### config.mk
export PLATFORM = sky130hd
export DESIGN_NAME = minimig_glue_top
export DESIGN_NICKNAME = d
export VERILOG_FILES = /design/src/common/minimig_glue_pkg.sv /design/src/keyboard/kbd_event_merge.sv /design/src/audio/aux_audio_pacer.sv /design/src/video/osd_overlay.sv /design/src/video/vga_output_stage.sv /design/src/verilog/minimig_glue_top.sv
export SDC_FILE = /design/constraint.sdc
export NUM_CORES = 1
export LEC_CHECK = 0
export BUFFER_PORTS_ARGS = -buffer_cell sky130_fd_sc_hd__buf_2
export CAP_MARGIN = 30
export CORE_UTILIZATION = 48
export CTS_CLUSTER_SIZE = 24
export DETAILED_ROUTE_END_ITERATION = 16
export GPL_ROUTABILITY_DRIVEN = 1
export GPL_TIMING_DRIVEN = 0
export PLACE_DENSITY = 0.77
export SETUP_SLACK_MARGIN = 0.1
export SKIP_CTS_REPAIR_TIMING = 1
export SKIP_LAST_GASP = 1
export SYNTH_ARGS = -nofsm -noshare
export SYNTH_HDL_FRONTEND = slang
export SYNTH_HIERARCHICAL = 1
export SYNTH_SLANG_ARGS = --single-unit
### constraint.sdc
create_clock -name CLK_114 -period 3.2 [get_ports CLK_114]
set_input_delay 0.32 -clock CLK_114 [delete_from_list [all_inputs] [get_ports CLK_114]]
set_output_delay 0.32 -clock CLK_114 [all_outputs]
set_load 0.1 [all_outputs]
### src/common/minimig_glue_pkg.sv
package minimig_glue_pkg;

	////////////////////////////////////////
	// Widths and timing
	////////////////////////////////////////

	localparam int CHANNEL_WIDTH    = 8;       // Internal colour channel
	localparam int VGA_WIDTH        = 6;       // Output colour channel
	localparam int OSD_BITS         = 2;       // Top bits replaced by OSD
	localparam int KEY_WIDTH        = 8;       // Scan code
	localparam int SAMPLE_WIDTH     = 16;      // Aux audio word
	localparam int AUD_FRAME_CYCLES = 2572;    // About 44.6 kHz at 114.75 MHz
	localparam int AUD_GAP_CYCLES   = 4;       // Left pop to right pop
	localparam int AUD_CNT_WIDTH    = $clog2(AUD_FRAME_CYCLES);
	localparam int AUD_GAP_WIDTH    = $clog2(AUD_GAP_CYCLES);
	localparam int PIX_DIV_31K      = 8;       // Pixel enable period, 31 kHz
	localparam int PIX_DIV_15K      = 4;       // Pixel enable period, 15 kHz
	localparam int PIX_DIV_WIDTH    = $clog2(PIX_DIV_31K);

	////////////////////////////////////////
	// Types
	////////////////////////////////////////

	typedef logic [CHANNEL_WIDTH-1:0] channel_t;
	typedef logic [VGA_WIDTH-1:0]     vga_channel_t;
	typedef logic [OSD_BITS-1:0]      osd_bits_t;
	typedef logic [KEY_WIDTH-1:0]     key_code_t;
	typedef logic [SAMPLE_WIDTH-1:0]  sample_t;
	typedef logic [AUD_CNT_WIDTH-1:0] aud_cnt_t;
	typedef logic [AUD_GAP_WIDTH-1:0] aud_gap_t;
	typedef logic [PIX_DIV_WIDTH-1:0] pix_div_t;

	typedef struct packed {
		channel_t r;
		channel_t g;
		channel_t b;
	} rgb_t;

	typedef struct packed {
		vga_channel_t r;
		vga_channel_t g;
		vga_channel_t b;
	} vga_rgb_t;

	typedef struct packed {
		logic hs;
		logic vs;
	} sync_t;

	typedef struct packed {
		sample_t left;
		sample_t right;
	} stereo_t;

	typedef enum logic [1:0] {
		AUD_IDLE,
		AUD_POP_LEFT,
		AUD_GAP,
		AUD_POP_RIGHT
	} aud_state_t;

endpackage

### src/keyboard/kbd_event_merge.sv
`timescale 1ns/1ps

module kbd_event_merge (
	input  logic                        CLK_114,
	input  logic                        rst_n,
	input  minimig_glue_pkg::key_code_t c64_key,       // Translated C64 matrix key
	input  logic                        c64_key_stb,
	input  minimig_glue_pkg::key_code_t amiga_key,     // Docking station keyboard
	input  logic                        amiga_key_stb,
	input  logic                        clk7_en,       // 7 MHz enable level
	output minimig_glue_pkg::key_code_t kbd_data,
	output logic                        kbd_stb
);

	logic clk7_en_d;   // Previous enable level
	logic clk7_rise;   // First cycle of enable high
	logic pending;     // Key captured, strobe not yet sent
	logic key_any;

	assign clk7_rise = clk7_en & ~clk7_en_d;
	assign key_any   = c64_key_stb | amiga_key_stb;

	////////////////////////////////////////
	// Pending flag and strobe
	////////////////////////////////////////

	always_ff @(posedge CLK_114) begin
		if (!rst_n) begin
			clk7_en_d <= 1'b0;
			pending   <= 1'b0;
			kbd_stb   <= 1'b0;
		end else begin
			clk7_en_d <= clk7_en;
			kbd_stb   <= clk7_rise & pending;   // Single cycle on enable edge
			if (clk7_rise)
				pending <= 1'b0;
			if (key_any)
				pending <= 1'b1;                // New key wins over the clear
		end
	end

	// Code capture, C64 path has priority
	always_ff @(posedge CLK_114) begin
		if (key_any)
			kbd_data <= c64_key_stb ? c64_key : amiga_key;   // Later key overwrites
	end

endmodule

### src/audio/aux_audio_pacer.sv
`timescale 1ns/1ps

module aux_audio_pacer (
	input  logic                      CLK_114,
	input  logic                      rst_n,
	input  minimig_glue_pkg::sample_t aud_sample,   // FIFO head word
	output logic                      aud_next,     // FIFO pop pulse
	output minimig_glue_pkg::stereo_t aud_out
);

	minimig_glue_pkg::aud_cnt_t   frame_cnt;
	minimig_glue_pkg::aud_gap_t   gap_cnt;
	minimig_glue_pkg::aud_state_t state;
	logic                         frame_tick;

	// Samples arrive little endian from the host
	function automatic minimig_glue_pkg::sample_t byte_swap(
		input minimig_glue_pkg::sample_t s
	);
		return {s[7:0], s[15:8]};
	endfunction

	assign frame_tick = (frame_cnt == minimig_glue_pkg::aud_cnt_t'(
		minimig_glue_pkg::AUD_FRAME_CYCLES - 1));

	////////////////////////////////////////
	// Frame timer
	////////////////////////////////////////

	always_ff @(posedge CLK_114) begin
		if (!rst_n)
			frame_cnt <= '0;
		else if (frame_tick)
			frame_cnt <= '0;                  // Wrap once per stereo frame
		else
			frame_cnt <= frame_cnt + 1'b1;
	end

	////////////////////////////////////////
	// Pop sequencer
	////////////////////////////////////////

	always_ff @(posedge CLK_114) begin
		if (!rst_n) begin
			state   <= minimig_glue_pkg::AUD_IDLE;
			gap_cnt <= '0;
		end else begin
			case (state)
				minimig_glue_pkg::AUD_IDLE:
					if (frame_tick)
						state <= minimig_glue_pkg::AUD_POP_LEFT;
				minimig_glue_pkg::AUD_POP_LEFT: begin
					state   <= minimig_glue_pkg::AUD_GAP;
					gap_cnt <= minimig_glue_pkg::aud_gap_t'(
						minimig_glue_pkg::AUD_GAP_CYCLES - 2);   // Pop cycles excluded
				end
				minimig_glue_pkg::AUD_GAP:
					if (gap_cnt == '0)
						state <= minimig_glue_pkg::AUD_POP_RIGHT;
					else
						gap_cnt <= gap_cnt - 1'b1;
				default:
					state <= minimig_glue_pkg::AUD_IDLE;   // Right pop done
			endcase
		end
	end

	assign aud_next = (state == minimig_glue_pkg::AUD_POP_LEFT) |
		(state == minimig_glue_pkg::AUD_POP_RIGHT);

	// Stereo latch, one cycle behind the pop
	always_ff @(posedge CLK_114) begin
		if (!rst_n)
			aud_out <= '0;
		else if (state == minimig_glue_pkg::AUD_POP_LEFT)
			aud_out.left <= byte_swap(aud_sample);
		else if (state == minimig_glue_pkg::AUD_POP_RIGHT)
			aud_out.right <= byte_swap(aud_sample);
	end

endmodule

### src/video/osd_overlay.sv
`timescale 1ns/1ps

module osd_overlay (
	input  logic                   CLK_114,
	input  logic                   rst_n,
	input  minimig_glue_pkg::rgb_t  vid_rgb,     // Chipset colour
	input  minimig_glue_pkg::sync_t vid_sync,
	input  logic                   osd_window,  // OSD area active
	input  logic                   osd_pixel,   // OSD foreground
	output minimig_glue_pkg::rgb_t  mix_rgb,
	output minimig_glue_pkg::sync_t mix_sync
);

	minimig_glue_pkg::osd_bits_t osd_r;
	minimig_glue_pkg::osd_bits_t osd_g;
	minimig_glue_pkg::osd_bits_t osd_b;
	minimig_glue_pkg::rgb_t      mix_next;

	// OSD bits on top, source shifted down underneath
	function automatic minimig_glue_pkg::channel_t splice(
		input minimig_glue_pkg::channel_t  src,
		input minimig_glue_pkg::osd_bits_t osd
	);
		return {osd, src[minimig_glue_pkg::CHANNEL_WIDTH-1:minimig_glue_pkg::OSD_BITS]};
	endfunction

	// White text on a dark blue background
	assign osd_r = osd_pixel ? 2'b11 : 2'b00;
	assign osd_g = osd_pixel ? 2'b11 : 2'b00;
	assign osd_b = osd_pixel ? 2'b11 : 2'b10;

	always_comb begin
		mix_next = vid_rgb;                   // Outside window, pass through
		if (osd_window) begin
			mix_next.r = splice(vid_rgb.r, osd_r);
			mix_next.g = splice(vid_rgb.g, osd_g);
			mix_next.b = splice(vid_rgb.b, osd_b);
		end
	end

	// Colour and syncs registered together to stay aligned
	always_ff @(posedge CLK_114) begin
		if (!rst_n) begin
			mix_rgb  <= '0;
			mix_sync <= '0;
		end else begin
			mix_rgb  <= mix_next;
			mix_sync <= vid_sync;
		end
	end

endmodule

### src/video/vga_output_stage.sv
`timescale 1ns/1ps

module vga_output_stage (
	input  logic                       CLK_114,
	input  logic                       rst_n,
	input  minimig_glue_pkg::rgb_t     mix_rgb,
	input  minimig_glue_pkg::sync_t    mix_sync,
	input  logic                       scan_15k,       // Scandoubler off
	input  logic                       hsyncpol,
	input  logic                       vsyncpol,
	output minimig_glue_pkg::vga_rgb_t vga_rgb,
	output minimig_glue_pkg::sync_t    vga_sync,
	output logic                       vga_pixel_ena
);

	localparam int TOP = minimig_glue_pkg::CHANNEL_WIDTH - 1;

	minimig_glue_pkg::pix_div_t pix_div;
	minimig_glue_pkg::pix_div_t pix_step;
	minimig_glue_pkg::pix_div_t pix_next;

	////////////////////////////////////////
	// Pixel divider
	////////////////////////////////////////

	// Step of two in 15 kHz mode halves the period
	assign pix_step = scan_15k ?
		minimig_glue_pkg::pix_div_t'(minimig_glue_pkg::PIX_DIV_31K /
			minimig_glue_pkg::PIX_DIV_15K) :
		minimig_glue_pkg::pix_div_t'(1);

	// Low bits masked so the count lands on zero after a mode change
	assign pix_next = (pix_div & ~(pix_step - 1'b1)) + pix_step;

	always_ff @(posedge CLK_114) begin
		if (!rst_n) begin
			pix_div       <= '0;
			vga_pixel_ena <= 1'b0;
		end else begin
			pix_div       <= pix_next;
			vga_pixel_ena <= (pix_next == '0);   // One pulse per wrap
		end
	end

	////////////////////////////////////////
	// Sync polarity and colour
	////////////////////////////////////////

	always_ff @(posedge CLK_114) begin
		if (!rst_n) begin
			vga_sync <= '0;
			vga_rgb  <= '0;
		end else begin
			vga_sync.hs <= mix_sync.hs ^ hsyncpol;
			vga_sync.vs <= mix_sync.vs ^ vsyncpol;
			if (vga_pixel_ena) begin             // Colour held between pixels
				vga_rgb.r <= mix_rgb.r[TOP -: minimig_glue_pkg::VGA_WIDTH];
				vga_rgb.g <= mix_rgb.g[TOP -: minimig_glue_pkg::VGA_WIDTH];
				vga_rgb.b <= mix_rgb.b[TOP -: minimig_glue_pkg::VGA_WIDTH];
			end
		end
	end

endmodule

### src/verilog/minimig_glue_top.sv
`timescale 1ns/1ps

module minimig_glue_top (
	input  logic                        CLK_114,
	input  logic                        rst_n,

	// Keyboard sources
	input  minimig_glue_pkg::key_code_t c64_key,
	input  logic                        c64_key_stb,
	input  minimig_glue_pkg::key_code_t amiga_key,
	input  logic                        amiga_key_stb,
	input  logic                        clk7_en,
	output minimig_glue_pkg::key_code_t kbd_data,       // To chipset keyboard port
	output logic                        kbd_stb,

	// Aux audio FIFO
	input  minimig_glue_pkg::sample_t   aud_sample,
	output logic                        aud_next,
	output minimig_glue_pkg::stereo_t   aud_out,        // To Paula aux inputs

	// Video
	input  minimig_glue_pkg::rgb_t      vid_rgb,
	input  minimig_glue_pkg::sync_t     vid_sync,
	input  logic                        osd_window,
	input  logic                        osd_pixel,
	input  logic                        scan_15k,
	input  logic                        hsyncpol,
	input  logic                        vsyncpol,
	output minimig_glue_pkg::vga_rgb_t  vga_rgb,
	output minimig_glue_pkg::sync_t     vga_sync,
	output logic                        vga_pixel_ena
);

	minimig_glue_pkg::rgb_t  mix_rgb;    // Overlay to output stage
	minimig_glue_pkg::sync_t mix_sync;

	////////////////////////////////////////
	// Keyboard and audio
	////////////////////////////////////////

	kbd_event_merge u_kbd (
		.CLK_114       (CLK_114),
		.rst_n         (rst_n),
		.c64_key       (c64_key),
		.c64_key_stb   (c64_key_stb),
		.amiga_key     (amiga_key),
		.amiga_key_stb (amiga_key_stb),
		.clk7_en       (clk7_en),
		.kbd_data      (kbd_data),
		.kbd_stb       (kbd_stb)
	);

	aux_audio_pacer u_aud (
		.CLK_114    (CLK_114),
		.rst_n      (rst_n),
		.aud_sample (aud_sample),
		.aud_next   (aud_next),
		.aud_out    (aud_out)
	);

	////////////////////////////////////////
	// Video path
	////////////////////////////////////////

	osd_overlay u_osd (
		.CLK_114    (CLK_114),
		.rst_n      (rst_n),
		.vid_rgb    (vid_rgb),
		.vid_sync   (vid_sync),
		.osd_window (osd_window),
		.osd_pixel  (osd_pixel),
		.mix_rgb    (mix_rgb),
		.mix_sync   (mix_sync)
	);

	vga_output_stage u_vga (
		.CLK_114       (CLK_114),
		.rst_n         (rst_n),
		.mix_rgb       (mix_rgb),
		.mix_sync      (mix_sync),
		.scan_15k      (scan_15k),
		.hsyncpol      (hsyncpol),
		.vsyncpol      (vsyncpol),
		.vga_rgb       (vga_rgb),
		.vga_sync      (vga_sync),
		.vga_pixel_ena (vga_pixel_ena)
	);

endmodule

==> impl_metrics.toml <==
[outcome]
status = "complete, but fails checks"
violations = "DRC"

[clocking]
path_clk_slew_ps = 90
cts_root_buf = "clkbuf_8"
cts_inserted_buffers = 9
cts_max_level = 3
cts_tree = "built"
cts.path.max_buffers = 2
clock_latency_ps = 350
clock-sinks = 103

[worst_setup_path]
cp.arrival_ps = 2000
start_kind = "register"
cp_num_buf_inv = 4
crit_top_cell = "buf_2"
cp_cell_sequence = "inv_1, ha_1, buf_2, buf_4, or2_2, buf_2"
critPathSlowestCell = "dfxtp_1"
worstPathRequired_ps = 2880
critPathMaxStageDelay_ps = 410
crit_family = "buffers and inverters"
end_kind = "primary output"
critPathMaxFanout = 10
timing_worst_setup_path_type = "register to primary output"

[placement]
port_buffers = 122
dp_hpwl_mm = 5.657
dp.cells = 584
gp_congestion = 0.7257

[power]
seqPwrFrac_pct = 53.9
p_sw_mw = 0.7123
total_power_mw = 2.533
switching_share_pct = 28.12
power_density_nw_per_um2 = 511.0
clkPwrFrac_pct = 30.7
vdd_ir_drop_max_mv = 0.2789
p_int_mw = 1.821
power_leakage_nw = 2.168
comb_power_share_pct = 15.3

[final_layout]
antennaDiodeCount = 0
final_cells = 598
seqCellArea_um2 = 2142
final_nets = 566
n_fill_cell = 690
layout_common_cells = "buf_2, dfxtp_1, mux2i_1"
multiInputGateArea_um2 = 1707
syn_to_final_growth_pct = 22.89
layout_commonest_cell = "buf_2"
drive_gt1_share_pct = 33.87

[sta]
tightestPinTransition_ps = 502.0
clock_skew_ps = 8.916
setup_viol = 0
layout_min_cycle_time_ps = 2322
setup_tns_ps = 0
final_hold_viol_count = 0
rsz0062_at_grt = "false"
relSlewSlack_pct = 66.77
finalMaxSlewViolations = 0
clock.fmax_mhz = 430.6
period_share_pct = 72.57

[die]
start_util_pct = 49.34
core_um2 = 8175
io_pins = 131
die_w_um = 93.67
die-area_um2 = 8774
rows = 33
die_y_um = 93.67

[global_route]
grt_usage_pct = 18.37
grt_pass1_vias = 2751
grt.overflow.total = 0
grt_pass1_wl_mm = 12.49
antenna_found_initial = 0
grt_max_degree = 24

[synthesis]
syn_inst = 357
synthesis.nets = 433
yosys_warnings = 6
syn_area_um2 = 4034
synth_area_per_cell_um2 = 11.30

[routing]
drtAntennaViolNets = 0
drtIter0Drc = 74
wl_mm = 7.544
vias = 2868
drc = 1
avgRoutedWirePerCell_um = 12.62
drtPass1Iterations = 10
viasPerCell = 4.796

[worst_hold_path]
hold_path_class = "primary input to register"

[run]
cap_violations = 0
==> sequential cells by signal (all words and copies together), names as in the netlist <==
register / flops
u_aud/gap_cnt: 2
u_vga/vga_rgb: 18
u_kbd/pending: 1
u_vga/vga_pixel_ena: 1
u_osd/mix_sync: 2
u_kbd/clk7_en_d: 1
u_kbd/kbd_data: 8
u_kbd/kbd_stb: 1
u_aud/state: 2
u_vga/pix_div: 3
u_vga/vga_sync: 2
u_aud/frame_cnt: 12
u_aud/aud_out: 32
u_osd/mix_rgb: 18
==> layout make-up <==
class                      count  area share, %
clock inverter                 5          1.161
sequential                   103          43.21
buffer                        19          3.205
multi-input combinational    228          34.43
timing repair buffer         122          12.32
inverter                       7         0.5300
clock buffer                   9          2.499
tap                          105          2.650
==> layer usage <==
metal	share of wire [%]	vias up	global-route usage (%)	wire, um
met5	0	-	0	0
met4	1.3	0	7.692	99
met3	6.3	9	4.288	475
met2	48	93	31.07	3600
met1	45	1314	22.42	3369
li1	-	1452	-	-
==> path summary, 6_finish.rpt <==
check	depth (start not counted)	start	slack, ps	endpoint
min reg2reg	1	u_aud/frame_cnt[0]	450	u_aud/frame_cnt[0]
max	6	u_aud/state[1]	880	aud_next
min	2	scan_15k	150	u_vga/pix_div[0]
max reg2reg	6	u_aud/state[1]	1670	u_aud/aud_out[25]
==> worst reg2reg max path: stages (launching register included) <==
cell and delay (ps):
dfxtp_1 360, inv_1 90, ha_1 140, buf_2 250
buf_4 260, mux2i_1 250, nor2_1 60
==> power by group through the flow <==
stage                     Clock (mW)  Sequential [mW]  Combinational, mW
after global routing           0.867             1.37              0.412
after CTS                      0.805             1.37              0.392
final                          0.779             1.37              0.389
after detailed placement           0             1.40              0.391
after global placement             0             1.39              0.386
after floorplan                    0             1.57              0.124
==> stage by stage <==
| step | setup WS, ps | hold WS [ps] | cell area (um^2) | utilization, % |
|---|---|---|---|---|
| 4_1_cts | 841.9 | 128.7 | 4957 | 60.64 |
| 2_1_floorplan | 1403 | 396.1 | 4034 | - |
| 6_report | 877.6 | 145.4 | 4957 | 60.64 |
| 3_5_place_dp | 1230 | 434.6 | 4776 | 58.42 |
| 3_3_place_gp | 1261 | 422.8 | 4776 | 58.42 |
| 5_1_grt | 778.2 | 142.1 | 4957 | 60.64 |
No activity file was read; power rests on OpenSTA's default activity.
